File: src/backend_pkg.sv
// Back end shared definitions
package backend_pkg;

    // ============================================================
    // Widths and sizes
    // ============================================================

    // Width of every operand, result and instruction address
    localparam int unsigned XLEN = 32;

    // Number of instructions that can be in flight at once
    localparam int unsigned ROB_DEPTH = 8;

    // Multiplier latency, counted in edges from the accepting edge to the buffer write
    localparam int unsigned MUL_STAGES = 3;

    typedef logic [XLEN-1:0] data_word_t;

    // Register 0 always reads as zero and never has a producer in flight
    typedef logic [4:0] reg_addr_t;

    // A tag is simply the index of the buffer entry allocated at issue
    typedef logic [$clog2(ROB_DEPTH)-1:0] rob_tag_t;

    // ============================================================
    // Operations and pipeline records
    // ============================================================

    typedef enum logic [2:0] {
        OP_ADD     = 3'b000,
        OP_SUB     = 3'b001,
        OP_AND     = 3'b010,
        OP_OR      = 3'b011,
        OP_XOR     = 3'b100,
        OP_SLL     = 3'b101,
        OP_MUL     = 3'b110,
        OP_ILLEGAL = 3'b111
    } op_t;

    typedef struct packed {
        logic       valid;
        logic       done;
        reg_addr_t  reg_dest;
        data_word_t result;
        logic       exception;
        data_word_t instr_addr;
    } rob_entry_t;

    typedef struct packed {
        logic             valid;
        op_t              op;
        data_word_t [1:0] operand;
        rob_tag_t         tag;
    } issue_pkt_t;

endpackage : backend_pkg
File: src/result_if.sv
// Execution unit result channel
interface result_if;

    import backend_pkg::*;

    // Strobe that writes one finished result into the entry named by tag
    logic       valid;
    rob_tag_t   tag;
    data_word_t result;

    // Set when the operation itself was illegal
    logic       exception;

    // Driven by one execution unit
    modport producer (output valid, tag, result, exception);

    // Sampled by the reorder buffer, which never pushes back
    modport consumer (input valid, tag, result, exception);

endinterface : result_if

File: src/back_end_top.sv
// Out-of-order back end top level
module back_end_top (
    input  logic                          clk_i,
    input  logic                          rst_n_i,
    input  logic                          issue_valid_i,
    input  backend_pkg::op_t              issue_op_i,
    input  backend_pkg::reg_addr_t [1:0]  reg_src_i,
    input  backend_pkg::data_word_t [1:0] operand_i,
    input  backend_pkg::reg_addr_t        reg_dest_i,
    input  backend_pkg::data_word_t       instr_addr_i,
    output logic                          stall_o,
    output logic                          writeback_o,
    output backend_pkg::reg_addr_t        reg_destination_o,
    output backend_pkg::data_word_t       writeback_result_o,
    output logic                          exception_o,
    output backend_pkg::data_word_t       exception_addr_o,
    output logic                          flush_o,
    output logic                          pipeline_empty_o
);

    import backend_pkg::*;

    reg_addr_t [1:0]  fwd_src;
    logic [1:0]       fwd_hit;
    logic [1:0]       fwd_done;
    data_word_t [1:0] fwd_data;
    logic             rob_full;
    rob_tag_t         alloc_tag;
    logic             accept;
    issue_pkt_t       alu_pkt;
    issue_pkt_t       mul_pkt;

    // One result channel per execution unit
    result_if alu_res_if ();
    result_if mul_res_if ();

    // ============================================================
    // Issue and execution
    // ============================================================

    issue_stage u_issue_stage (
        .clk_i          (clk_i),
        .rst_n_i        (rst_n_i),
        .flush_i        (flush_o),
        .issue_valid_i  (issue_valid_i),
        .issue_op_i     (issue_op_i),
        .reg_src_i      (reg_src_i),
        .operand_i      (operand_i),
        .rob_fwd_hit_i  (fwd_hit),
        .rob_fwd_done_i (fwd_done),
        .rob_fwd_data_i (fwd_data),
        .rob_full_i     (rob_full),
        .alloc_tag_i    (alloc_tag),
        .fwd_src_o      (fwd_src),
        .accept_o       (accept),
        .stall_o        (stall_o),
        .alu_pkt_o      (alu_pkt),
        .mul_pkt_o      (mul_pkt)
    );

    alu_unit u_alu_unit (
        .pkt_i (alu_pkt),
        .res   (alu_res_if.producer)
    );

    mul_unit u_mul_unit (
        .clk_i   (clk_i),
        .rst_n_i (rst_n_i),
        .flush_i (flush_o),
        .pkt_i   (mul_pkt),
        .res     (mul_res_if.producer)
    );

    // ============================================================
    // Reorder buffer and retirement
    // ============================================================

    reorder_buffer u_reorder_buffer (
        .clk_i              (clk_i),
        .rst_n_i            (rst_n_i),
        .alloc_i            (accept),
        .alloc_dest_i       (reg_dest_i),
        .alloc_addr_i       (instr_addr_i),
        .fwd_src_i          (fwd_src),
        .alu_res            (alu_res_if.consumer),
        .mul_res            (mul_res_if.consumer),
        .alloc_tag_o        (alloc_tag),
        .full_o             (rob_full),
        .empty_o            (pipeline_empty_o),
        .fwd_hit_o          (fwd_hit),
        .fwd_done_o         (fwd_done),
        .fwd_data_o         (fwd_data),
        .writeback_o        (writeback_o),
        .reg_destination_o  (reg_destination_o),
        .writeback_result_o (writeback_result_o),
        .exception_o        (exception_o),
        .exception_addr_o   (exception_addr_o),
        .flush_o            (flush_o)
    );

endmodule : back_end_top

File: src/reorder_buffer.sv
// Reorder buffer with in-order retirement
module reorder_buffer (
    input  logic                          clk_i,
    input  logic                          rst_n_i,
    input  logic                          alloc_i,
    input  backend_pkg::reg_addr_t        alloc_dest_i,
    input  backend_pkg::data_word_t       alloc_addr_i,
    input  backend_pkg::reg_addr_t [1:0]  fwd_src_i,
    result_if.consumer                    alu_res,
    result_if.consumer                    mul_res,
    output backend_pkg::rob_tag_t         alloc_tag_o,
    output logic                          full_o,
    output logic                          empty_o,
    output logic [1:0]                    fwd_hit_o,
    output logic [1:0]                    fwd_done_o,
    output backend_pkg::data_word_t [1:0] fwd_data_o,
    output logic                          writeback_o,
    output backend_pkg::reg_addr_t        reg_destination_o,
    output backend_pkg::data_word_t       writeback_result_o,
    output logic                          exception_o,
    output backend_pkg::data_word_t       exception_addr_o,
    output logic                          flush_o
);

    import backend_pkg::*;

    rob_entry_t                   rob_q [ROB_DEPTH];
    rob_entry_t                   head_entry;
    rob_tag_t                     head_q;
    rob_tag_t                     tail_q;
    logic [$clog2(ROB_DEPTH):0]   count_q;

    assign alloc_tag_o = tail_q;
    assign full_o      = (count_q == ROB_DEPTH);
    assign empty_o     = (count_q == '0);

    // ============================================================
    // Forwarding lookup
    // ============================================================

    // Walk back from the newest entry so the youngest producer of a register is found first
    always_comb begin : forward_lookup
        rob_tag_t idx;
        logic     found;
        fwd_hit_o  = '0;
        fwd_done_o = '0;
        fwd_data_o = '0;
        for (int s = 0; s < 2; s++) begin
            found = 1'b0;
            for (int i = 1; i <= ROB_DEPTH; i++) begin
                idx = tail_q - rob_tag_t'(i);
                if (!found && rob_q[idx].valid && (fwd_src_i[s] != '0) &&
                    (rob_q[idx].reg_dest == fwd_src_i[s])) begin
                    found         = 1'b1;
                    fwd_hit_o[s]  = 1'b1;
                    fwd_done_o[s] = rob_q[idx].done;
                    fwd_data_o[s] = rob_q[idx].result;
                end
            end
        end
    end : forward_lookup

    // ============================================================
    // Retirement
    // ============================================================

    assign head_entry = rob_q[head_q];

    // A finished head either writes back or, if it faulted, squashes everything younger
    assign writeback_o        = head_entry.valid & head_entry.done & ~head_entry.exception;
    assign exception_o        = head_entry.valid & head_entry.done & head_entry.exception;
    assign flush_o            = exception_o;
    assign reg_destination_o  = head_entry.reg_dest;
    assign writeback_result_o = head_entry.result;
    assign exception_addr_o   = head_entry.instr_addr;

    always_ff @(posedge clk_i) begin : rob_update
        if (!rst_n_i || exception_o) begin
            head_q  <= '0;
            tail_q  <= '0;
            count_q <= '0;
            for (int i = 0; i < ROB_DEPTH; i++) begin
                rob_q[i].valid <= 1'b0;
            end
        end else begin
            // New entry waits at the tail until its unit reports back
            if (alloc_i) begin
                rob_q[tail_q].valid      <= 1'b1;
                rob_q[tail_q].done       <= 1'b0;
                rob_q[tail_q].exception  <= 1'b0;
                rob_q[tail_q].reg_dest   <= alloc_dest_i;
                rob_q[tail_q].instr_addr <= alloc_addr_i;
                tail_q                   <= tail_q + 1'b1;
            end
            // Both units may finish in the same cycle since their tags always differ
            if (alu_res.valid) begin
                rob_q[alu_res.tag].done      <= 1'b1;
                rob_q[alu_res.tag].result    <= alu_res.result;
                rob_q[alu_res.tag].exception <= alu_res.exception;
            end
            if (mul_res.valid) begin
                rob_q[mul_res.tag].done      <= 1'b1;
                rob_q[mul_res.tag].result    <= mul_res.result;
                rob_q[mul_res.tag].exception <= mul_res.exception;
            end
            if (writeback_o) begin
                rob_q[head_q].valid <= 1'b0;
                head_q              <= head_q + 1'b1;
            end
            case ({alloc_i, writeback_o})
                2'b10:   count_q <= count_q + 1'b1;
                2'b01:   count_q <= count_q - 1'b1;
                default: count_q <= count_q;
            endcase
        end
    end : rob_update

    // Results may only land on entries that were allocated and are still waiting
    a_alu_write_live : assert property (@(posedge clk_i) disable iff (!rst_n_i)
        alu_res.valid |-> (rob_q[alu_res.tag].valid && !rob_q[alu_res.tag].done));
    a_mul_write_live : assert property (@(posedge clk_i) disable iff (!rst_n_i)
        mul_res.valid |-> (rob_q[mul_res.tag].valid && !rob_q[mul_res.tag].done));

    // The issue stage has to hold instructions back while every entry is taken
    a_no_alloc_full : assert property (@(posedge clk_i) disable iff (!rst_n_i)
        alloc_i |-> !full_o);

endmodule : reorder_buffer

File: src/mul_unit.sv
// Pipelined multiplier
module mul_unit (
    input  logic                    clk_i,
    input  logic                    rst_n_i,
    input  logic                    flush_i,
    input  backend_pkg::issue_pkt_t pkt_i,
    result_if.producer              res
);

    import backend_pkg::*;

    // Stage 1 holds the two partial products, stage 2 the summed low word
    logic        s1_valid;
    rob_tag_t    s1_tag;
    data_word_t  s1_pp_lo;
    logic [15:0] s1_pp_hi;
    logic        s2_valid;
    rob_tag_t    s2_tag;
    data_word_t  s2_prod;

    // A flush drops every product in flight
    always_ff @(posedge clk_i) begin : stage_valid
        if (!rst_n_i || flush_i) begin
            s1_valid <= 1'b0;
            s2_valid <= 1'b0;
        end else begin
            s1_valid <= pkt_i.valid;
            s2_valid <= s1_valid;
        end
    end : stage_valid

    // The upper half of operand 1 only reaches the low word through bits 31:16
    always_ff @(posedge clk_i) begin : stage_data
        s1_tag   <= pkt_i.tag;
        s1_pp_lo <= pkt_i.operand[0] * pkt_i.operand[1][15:0];
        s1_pp_hi <= pkt_i.operand[0][15:0] * pkt_i.operand[1][31:16];
        s2_tag   <= s1_tag;
        s2_prod  <= s1_pp_lo + {s1_pp_hi, 16'h0000};
    end : stage_data

    // Third stage drives the buffer write port straight from stage 2
    assign res.valid     = s2_valid;
    assign res.tag       = s2_tag;
    assign res.result    = s2_prod;
    assign res.exception = 1'b0;

    // Counting the issue register, the product is written on the third edge after acceptance
    a_mul_latency : assert property (@(posedge clk_i) disable iff (!rst_n_i)
        (!$past(flush_i, 1) && !$past(flush_i, 2))
            |-> (res.valid == $past(pkt_i.valid, MUL_STAGES - 1)));

endmodule : mul_unit

File: src/alu_unit.sv
// Single-cycle integer ALU
module alu_unit (
    input  backend_pkg::issue_pkt_t pkt_i,
    result_if.producer              res
);

    import backend_pkg::*;

    data_word_t alu_result;
    logic       illegal;

    // Operand 0 is the first source, operand 1 the second
    always_comb begin : alu_compute
        alu_result = '0;
        illegal    = 1'b0;
        case (pkt_i.op)
            OP_ADD: alu_result = pkt_i.operand[0] + pkt_i.operand[1];
            OP_SUB: alu_result = pkt_i.operand[0] - pkt_i.operand[1];
            OP_AND: alu_result = pkt_i.operand[0] & pkt_i.operand[1];
            OP_OR:  alu_result = pkt_i.operand[0] | pkt_i.operand[1];
            OP_XOR: alu_result = pkt_i.operand[0] ^ pkt_i.operand[1];

            // Only the low five bits of the shift amount count
            OP_SLL: alu_result = pkt_i.operand[0] << pkt_i.operand[1][4:0];

            // The fault is carried to the head of the buffer, the result stays zero
            OP_ILLEGAL: illegal = 1'b1;

            // Multiplies never reach this unit
            default: alu_result = '0;
        endcase
    end : alu_compute

    // The result lands in the buffer on the edge after acceptance
    assign res.valid     = pkt_i.valid;
    assign res.tag       = pkt_i.tag;
    assign res.result    = alu_result;
    assign res.exception = illegal;

endmodule : alu_unit

File: src/issue_stage.sv
// Operand forwarding and issue register
module issue_stage (
    input  logic                          clk_i,
    input  logic                          rst_n_i,
    input  logic                          flush_i,
    input  logic                          issue_valid_i,
    input  backend_pkg::op_t              issue_op_i,
    input  backend_pkg::reg_addr_t [1:0]  reg_src_i,
    input  backend_pkg::data_word_t [1:0] operand_i,
    input  logic [1:0]                    rob_fwd_hit_i,
    input  logic [1:0]                    rob_fwd_done_i,
    input  backend_pkg::data_word_t [1:0] rob_fwd_data_i,
    input  logic                          rob_full_i,
    input  backend_pkg::rob_tag_t         alloc_tag_i,
    output backend_pkg::reg_addr_t [1:0]  fwd_src_o,
    output logic                          accept_o,
    output logic                          stall_o,
    output backend_pkg::issue_pkt_t       alu_pkt_o,
    output backend_pkg::issue_pkt_t       mul_pkt_o
);

    import backend_pkg::*;

    data_word_t [1:0] src_data;
    logic [1:0]       src_pending;
    issue_pkt_t       pkt_q;

    // ============================================================
    // Forwarding and hazard detection
    // ============================================================

    // The buffer does the search, this stage only asks for both sources
    assign fwd_src_o = reg_src_i;

    // A finished in-flight producer wins over the committed register file value
    always_comb begin : operand_select
        for (int i = 0; i < 2; i++) begin
            src_pending[i] = rob_fwd_hit_i[i] & ~rob_fwd_done_i[i];
            src_data[i] = (rob_fwd_hit_i[i] & rob_fwd_done_i[i]) ? rob_fwd_data_i[i]
                                                                : operand_i[i];
        end
    end : operand_select

    // Hold issue while there is no free entry or a needed value is still being computed
    assign stall_o  = rob_full_i | (|src_pending);
    assign accept_o = issue_valid_i & ~stall_o;

    // ============================================================
    // Issue register
    // ============================================================

    // An instruction offered during a flush is younger than the exception and is dropped
    always_ff @(posedge clk_i) begin : issue_register
        if (!rst_n_i || flush_i) begin
            pkt_q.valid <= 1'b0;
        end else begin
            pkt_q.valid <= accept_o;
            if (accept_o) begin
                pkt_q.op      <= issue_op_i;
                pkt_q.operand <= src_data;
                pkt_q.tag     <= alloc_tag_i;
            end
        end
    end : issue_register

    // Multiplies go to the pipelined unit, everything else to the ALU
    always_comb begin : unit_steer
        alu_pkt_o       = pkt_q;
        mul_pkt_o       = pkt_q;
        alu_pkt_o.valid = pkt_q.valid & (pkt_q.op != OP_MUL);
        mul_pkt_o.valid = pkt_q.valid & (pkt_q.op == OP_MUL);
    end : unit_steer

endmodule : issue_stage

File: config.mk
export PLATFORM = sky130hd
export DESIGN_NAME = back_end_top
export DESIGN_NICKNAME = d
export VERILOG_FILES = /design/src/backend_pkg.sv /design/src/result_if.sv /design/src/back_end_top.sv /design/src/reorder_buffer.sv /design/src/mul_unit.sv /design/src/alu_unit.sv /design/src/issue_stage.sv
export SDC_FILE = /design/constraint.sdc
export NUM_CORES = 2
export LEC_CHECK = 0
export BUFFER_PORTS_ARGS = -buffer_cell sky130_fd_sc_hd__buf_2
export CAP_MARGIN = 20
export CORE_ASPECT_RATIO = 0.75
export CORE_MARGIN = 1
export CORE_UTILIZATION = 30
export CTS_BUF_LIST = sky130_fd_sc_hd__clkbuf_8
export CTS_CLUSTER_SIZE = 8
export DETAILED_ROUTE_END_ITERATION = 6
export PLACE_DENSITY_LB_ADDON = 0.2
export SLEW_MARGIN = 5
export SYNTH_ARGS = -nofsm -noshare
export SYNTH_HDL_FRONTEND = slang
export SYNTH_HIERARCHICAL = 1
export SYNTH_SLANG_ARGS = --single-unit
File: constraint.sdc
create_clock -name clk_i -period 33.2 [get_ports clk_i]
set_input_delay 6.64 -clock clk_i [delete_from_list [all_inputs] [get_ports clk_i]]
set_output_delay 6.64 -clock clk_i [all_outputs]
set_load 0.02 [all_outputs]
# [Word level (Yosys, flattened, before mapping)]
# Memories as Yosys holds them, arrays and structs flattened. A register that Yosys moved wholly into a read port is not among the register bits.
# Index checks and enable logic that the tools add are counted.
[classes] reduce_logical=73 n_bitwise=19 n_mux=83 n_shift=1 multipliers=2 addsub=14 eq_ne=27
[ops] operator="$mux 32" n=18
[ops] operator="$mux 72" n=4
[ops] operator="$reduce_or 72->1" n=4
[ops] operator="$pmux 32 s6" n=1
[ops] operator="$eq 5x5->1" n=16
[ops] operator="$add 32x32->32" n=2
[ops] operator="$mux 1" n=47
[ops] operator="$logic_and 1x1->1" n=46
[ops] operator="$mux 3" n=11
[ops] operator="$and 32x32->32" n=1
[ops] operator="$mul 32x16->32" n=1
[ops] operator="$or 32x32->32" n=1
[ops] operator="$shl 32x5->32" n=1
[ops] operator="$sub 32x32->32" n=1
[ops] operator="$xor 32x32->32" n=1
[ops] operator="$mul 16x16->16" n=1
[ops] operator="$logic_not 1->1" n=15
[ops] operator="$eq 3x3->1 const B" n=4
[ops] operator="$sub 3x3->3 const B" n=4
[ops] operator="$and 1x1->1" n=10
[ops] operator="$reduce_bool 5->1" n=2
[ops] operator="$pmux 4 s2" n=1
[ops] operator="$add 3x1->3 const B" n=2
[ops] operator="$eq 3x2->1 const B" n=2
[ops] operator="other kinds (18)" n=23
[word_totals] inputBits=117 output_inout_bits=74 ff_bits=169 mem_bits_rw=576 word_cells=235 n_memories=1
[memory_table] name="u_reorder_buffer.rob_q" depth=8 width=72 rd=9 rd_ports_with_merged_regs=2 write_ports=8 line_no="reorder_buffer.sv:27" source="rob_entry_t rob_q [ROB_DEPTH];"

# [Depth between registers and ports, before layout]
# An unclocked memory read counts as a cell.
[logic_depth] ltp_word=51 ltp_mapped=33

# [Cells and area by module]
# The synthesis kept the hierarchy.
[by_module_without_submodules] mod="reorder_buffer" instances=1 area_each_um2=44512.7 seq_area_each_um2=17456.7 cells_per_inst=3459
[by_module_without_submodules] mod="mul_unit" instances=1 area_each_um2=17822.1 seq_area_each_um2=1761.7 cells_per_inst=1995
[by_module_without_submodules] mod="alu_unit" instances=1 area_each_um2=6049.6 seq_area_each_um2=0.0 cells_per_inst=860
[by_module_without_submodules] mod="issue_stage" instances=1 area_each_um2=4116.4 seq_area_each_um2=2122.0 cells_per_inst=303

# [Least setup slack after synthesis]
# No wires, ideal clock.
[synth_path] kind="input to output" start="input port reg_src_i[6] (netlist bit)" end="output port stall_o" setup_slack_ps=16604 cell_stages=14 arrival_time_ps=9956 cell_sequence="buf_4 -> or4_1 -> nor2_2 -> nor2_1 -> mux2_2 -> o21ai_4 -> nand3b_4 -> or3b_4 -> nor2_1 -> clkbuf_1 -> a2bb2oi_1 -> a222oi_1 -> nor2b_1 -> or3_1"
[synth_via] elab_chain_cells=43 elab_cells_between_ends=59 classes_between="eq/ne: 8; mux: 16; bitwise: 3; reduce/logical: 32"
[synth_rtl] element="start, declared" line_no="back_end_top.sv:7" source="input backend_pkg::reg_addr_t [1:0] reg_src_i,"
[synth_rtl] element="$reduce_bool 5->1" line_no="reorder_buffer.sv:52" source="if (!found && rob_q[idx].valid && (fwd_src_i[s] != '0) &&"
[synth_rtl] element="$logic_and 1x1->1 (2 in a row)" line_no="reorder_buffer.sv:52"
[synth_rtl] element="$mux 1" line_no="reorder_buffer.sv:52"
[synth_rtl] element="$logic_not 1->1" line_no="reorder_buffer.sv:52"
[synth_rtl] element="$logic_and 1x1->1 (3 in a row)" line_no="reorder_buffer.sv:52"
[synth_rtl] element="$mux 1" line_no="reorder_buffer.sv:52"
[synth_rtl] element="$logic_not 1->1" line_no="reorder_buffer.sv:52"
[synth_rtl] element="$logic_and 1x1->1 (3 in a row)" line_no="reorder_buffer.sv:52"
[synth_rtl] element="[21 not listed]"
[synth_rtl] element="$logic_not 1->1" line_no="reorder_buffer.sv:52"
[synth_rtl] element="$logic_and 1x1->1 (3 in a row)" line_no="reorder_buffer.sv:52"
[synth_rtl] element="$mux 1 (*)" line_no="reorder_buffer.sv:52"
[synth_rtl] element="named net fwd_done[1]" line_no="back_end_top.sv:25" source="logic [1:0] fwd_done;"
[synth_rtl] element="$not 1->1 (*)" line_no="issue_stage.sv:38" source="src_pending[i] = rob_fwd_hit_i[i] & ~rob_fwd_done_i[i];"
[synth_rtl] element="$and 1x1->1 (*)" line_no="issue_stage.sv:38"
[synth_rtl] element="$reduce_or 2->1 (*)" line_no="issue_stage.sv:45" source="assign stall_o = rob_full_i | (|src_pending);"
[synth_rtl] element="$or 1x1->1 (*)" line_no="issue_stage.sv:45"
[synth_rtl] element="end, declared" line_no="back_end_top.sv:11" source="output logic stall_o,"
# The timed path passes the listed nets; every way through them passes the cells marked *.

# [Worst setup path after layout]
# Same ends and word-level chain as after synthesis.

==> results summary <==
The endpoint of the worst register-to-register path is u_reorder_buffer/rob_q[2][32]. The latest clock arrival within the worst-skew pair came out at 0.86 ns. The run finished, with violations left. The mean cell area of the mapped netlist is 11.0 µm². The checks that failed: design-rule violations. The reported leakage power is 29.2 nW.

The cell depth of the worst flop-to-flop path is 20. The worst slew margin relative to its limit is 16.9%. The global route total overflow is 0. The count of buffers added on input and output ports is 190. The full die area is 244000 µm². The die outline width is 570 µm.

The final routed wirelength across all metal layers is 298000 µm. Once the floorplan was initialized, standard cells occupied 30.3% of the core. The actual slew at the worst max-slew pin came out at 1.24 ns. The number of warnings reported in the yosys synthesis log came out at 6. The biggest fanout along the worst timing path came out at 32.

The placed wire-length estimate came out at 206000 µm. The floorplan step defined a core boundary enclosing 239000 µm². The layout cell share with drive strength beyond 1 came out at 20.3%. Global routing used 23.9% of the available tracks across all layers. The detailed router's first-iteration violation count is 7915.

The number of nets in the layout came out at 7156. The worst setup path is launched from an input pin. The CTS clock-pin slew for the worst setup and hold paths came out at 0.06 ns. After detailed placement, the design holds a cell count of 9490. The number of max-slew violations in the final report was 0. The number of gates resized after cts is 0. Setup repair after global routing left no endpoint under its margin.

The final standard cell count with taps included and fillers excluded is 9735. At the worst endpoint, the required time is 26.56 ns. The H-tree generated during clock tree synthesis spans 4 levels.

For this design the ratio of total power to cell area is 86.1 nW/µm². The global-route wire length before repair came out at 420000 µm. The min-delay analysis places its worst path in the category register to register. The detail-routed net length per standard cell came out at 30.6 µm. The post-synthesis to final-layout area growth is 7.73%.

In the synthesized netlist, the number of instances is 6614. The start point of the worst min-delay path is u_mul_unit/s1_pp_lo[12]. The total iterations of the first detailed-routing run is 7. The detail-routed via count per cell came out at 5.83.

Clock tree synthesis found a total of 751 sinks. In the routed design, unresolved DRC markers number 7. The hold violation count in the final report is 0. The instance count along the most critical hold path came out at 0. The maximum achievable frequency came out at 0.0548 GHz. In this run the remaining antenna-violating nets after routing total 0. In this run the clock root is driven by a sky130_fd_sc_hd__clkbuf_8.

The number of global-route vias before repair is 54478. For this design the top-level I/O count stands at 191. The setup skew after layout came out at 0.0795 ns. The cts-stage hold buffer count came out at 0. The startpoint identified for the worst register-to-register timing path is u_reorder_buffer/alloc_tag_o[1]. The nature of the critical path endpoint is an output pin.

The number of antenna violations at the first check in global routing came out at 20. After synthesis the cells add up to 72500 µm². The largest buffer count on any clock path came out at 4. Across the run, the number of max-cap violations was 0.

The number of vias after detailed routing is 56750. The site row count is 155. The final RePlAce weighted congestion came out at 0.976. The endpoint of the worst hold path is u_mul_unit/res.result[12]. The number of clock buffers inserted by TritonCTS is 139. The data arrival time of the critical path came out at 11.61 ns.

The critical path class is input pin to output pin. Counting every net in the synthesized netlist gives 7354. The height of the chip is 428 µm.

Buffers added to address setup during post-CTS repair amount to 0. Of the available clock period, the critical path in the final layout requires 55.0%. The clock tree from TritonCTS is yes. The summed negative setup slack over all endpoints is 0 ns.

The register-to-register setup slack is 23.31 ns. Setup violations remaining at the end of the flow were counted as 0. The largest voltage drop on the vdd net came out at 203 µV.

The time the final worst path needs with I/O delays and setup is 18.25 ns. Entering global routing, the biggest net connects 67 pins.
worst max-delay path, stage by stage:
cell,delay [ns]
sky130_fd_sc_hd__buf_2,0.24
sky130_fd_sc_hd__or4_1,0.58
sky130_fd_sc_hd__nor2_2,0.42
sky130_fd_sc_hd__nor2_1,0.06
sky130_fd_sc_hd__mux2_2,0.31
sky130_fd_sc_hd__o21ai_4,0.07
sky130_fd_sc_hd__buf_4,0.39
sky130_fd_sc_hd__nand3b_4,0.31
sky130_fd_sc_hd__or3b_4,0.52
sky130_fd_sc_hd__or3_1,0.37
sky130_fd_sc_hd__buf_4,0.30
sky130_fd_sc_hd__a222oi_1,0.50
sky130_fd_sc_hd__nor2b_1,0.24
sky130_fd_sc_hd__or3_1,0.45
sky130_fd_sc_hd__buf_2,0.20
through the flow:
step                total power [mW]  instance area (µm²)  util (%)  worst slack [ns]  hold WS [ns]
floorplan                       4.24                72500         -             16.60         0.310
global placement                5.82                75500      31.6             14.89         0.313
detailed placement              5.80                75500      31.6             14.97         0.315
CTS                             6.70                78000      32.6             14.96         0.327
global route                    7.16                78100      32.6             14.72         0.334
finish                          6.72                78100      32.7             14.95         0.327
worst max path at each step:
stage,startpoint,to
after global routing,reg_src_i[6],stall_o
after detailed placement,reg_src_i[6],stall_o
after CTS,reg_src_i[6],stall_o
final,reg_src_i[6],stall_o
after global placement,reg_src_i[6],stall_o
after floorplan,reg_src_i[6],stall_o
layout make-up:
cell class | instances | area, µm²
diodes | 13 | 32.5
clock buffers | 144 | 1980
clock inverters | 85 | 468
fillers | 24023 | 161000
inverters | 588 | 2210
multi-input cells | 4576 | 45700
flip-flops and latches | 751 | 21400
well taps | 3218 | 4030
repair buffers | 360 | 2300
flip-flops by register name, indices dropped and copies added, names as in the netlist, 4 cells and up, named ones only:
signal / count
u_reorder_buffer/rob_q: 576
u_issue_stage/alu_pkt_o: 70
u_mul_unit/res.result: 32
u_mul_unit/s1_pp_lo: 32
u_mul_unit/s1_pp_hi: 16
u_reorder_buffer/count_q: 4
placed cells by master (no fill, tap or decap), types with 214 or more instances in the layout:
cell                       count
sky130_fd_sc_hd__a21oi_1     260
sky130_fd_sc_hd__a22o_1      292
sky130_fd_sc_hd__and2_1      222
sky130_fd_sc_hd__edfxtp_1    630
sky130_fd_sc_hd__fa_1        387
sky130_fd_sc_hd__ha_1        234
sky130_fd_sc_hd__inv_1       624
sky130_fd_sc_hd__mux2i_1     256
sky130_fd_sc_hd__mux4_2      542
sky130_fd_sc_hd__nand2_1     776
sky130_fd_sc_hd__nor2_1      214
power by group:
part / switching (mW) / total (mW) / internal (mW)
clock network: 0.419 / 0.850 / 0.431
registers: 0.128 / 1.28 / 1.15
logic: 2.92 / 4.59 / 1.68
total: 3.46 / 6.72 / 3.26
metal layers:
metal  part of all wire (%)  global-route usage [%]
met4                    3.2                    6.92
met5                  0.044                   0.135
met2                     40                    33.0
met1                     45                    36.0
met3                     11                    6.43
No activity file was read; power rests on OpenSTA's default activity.
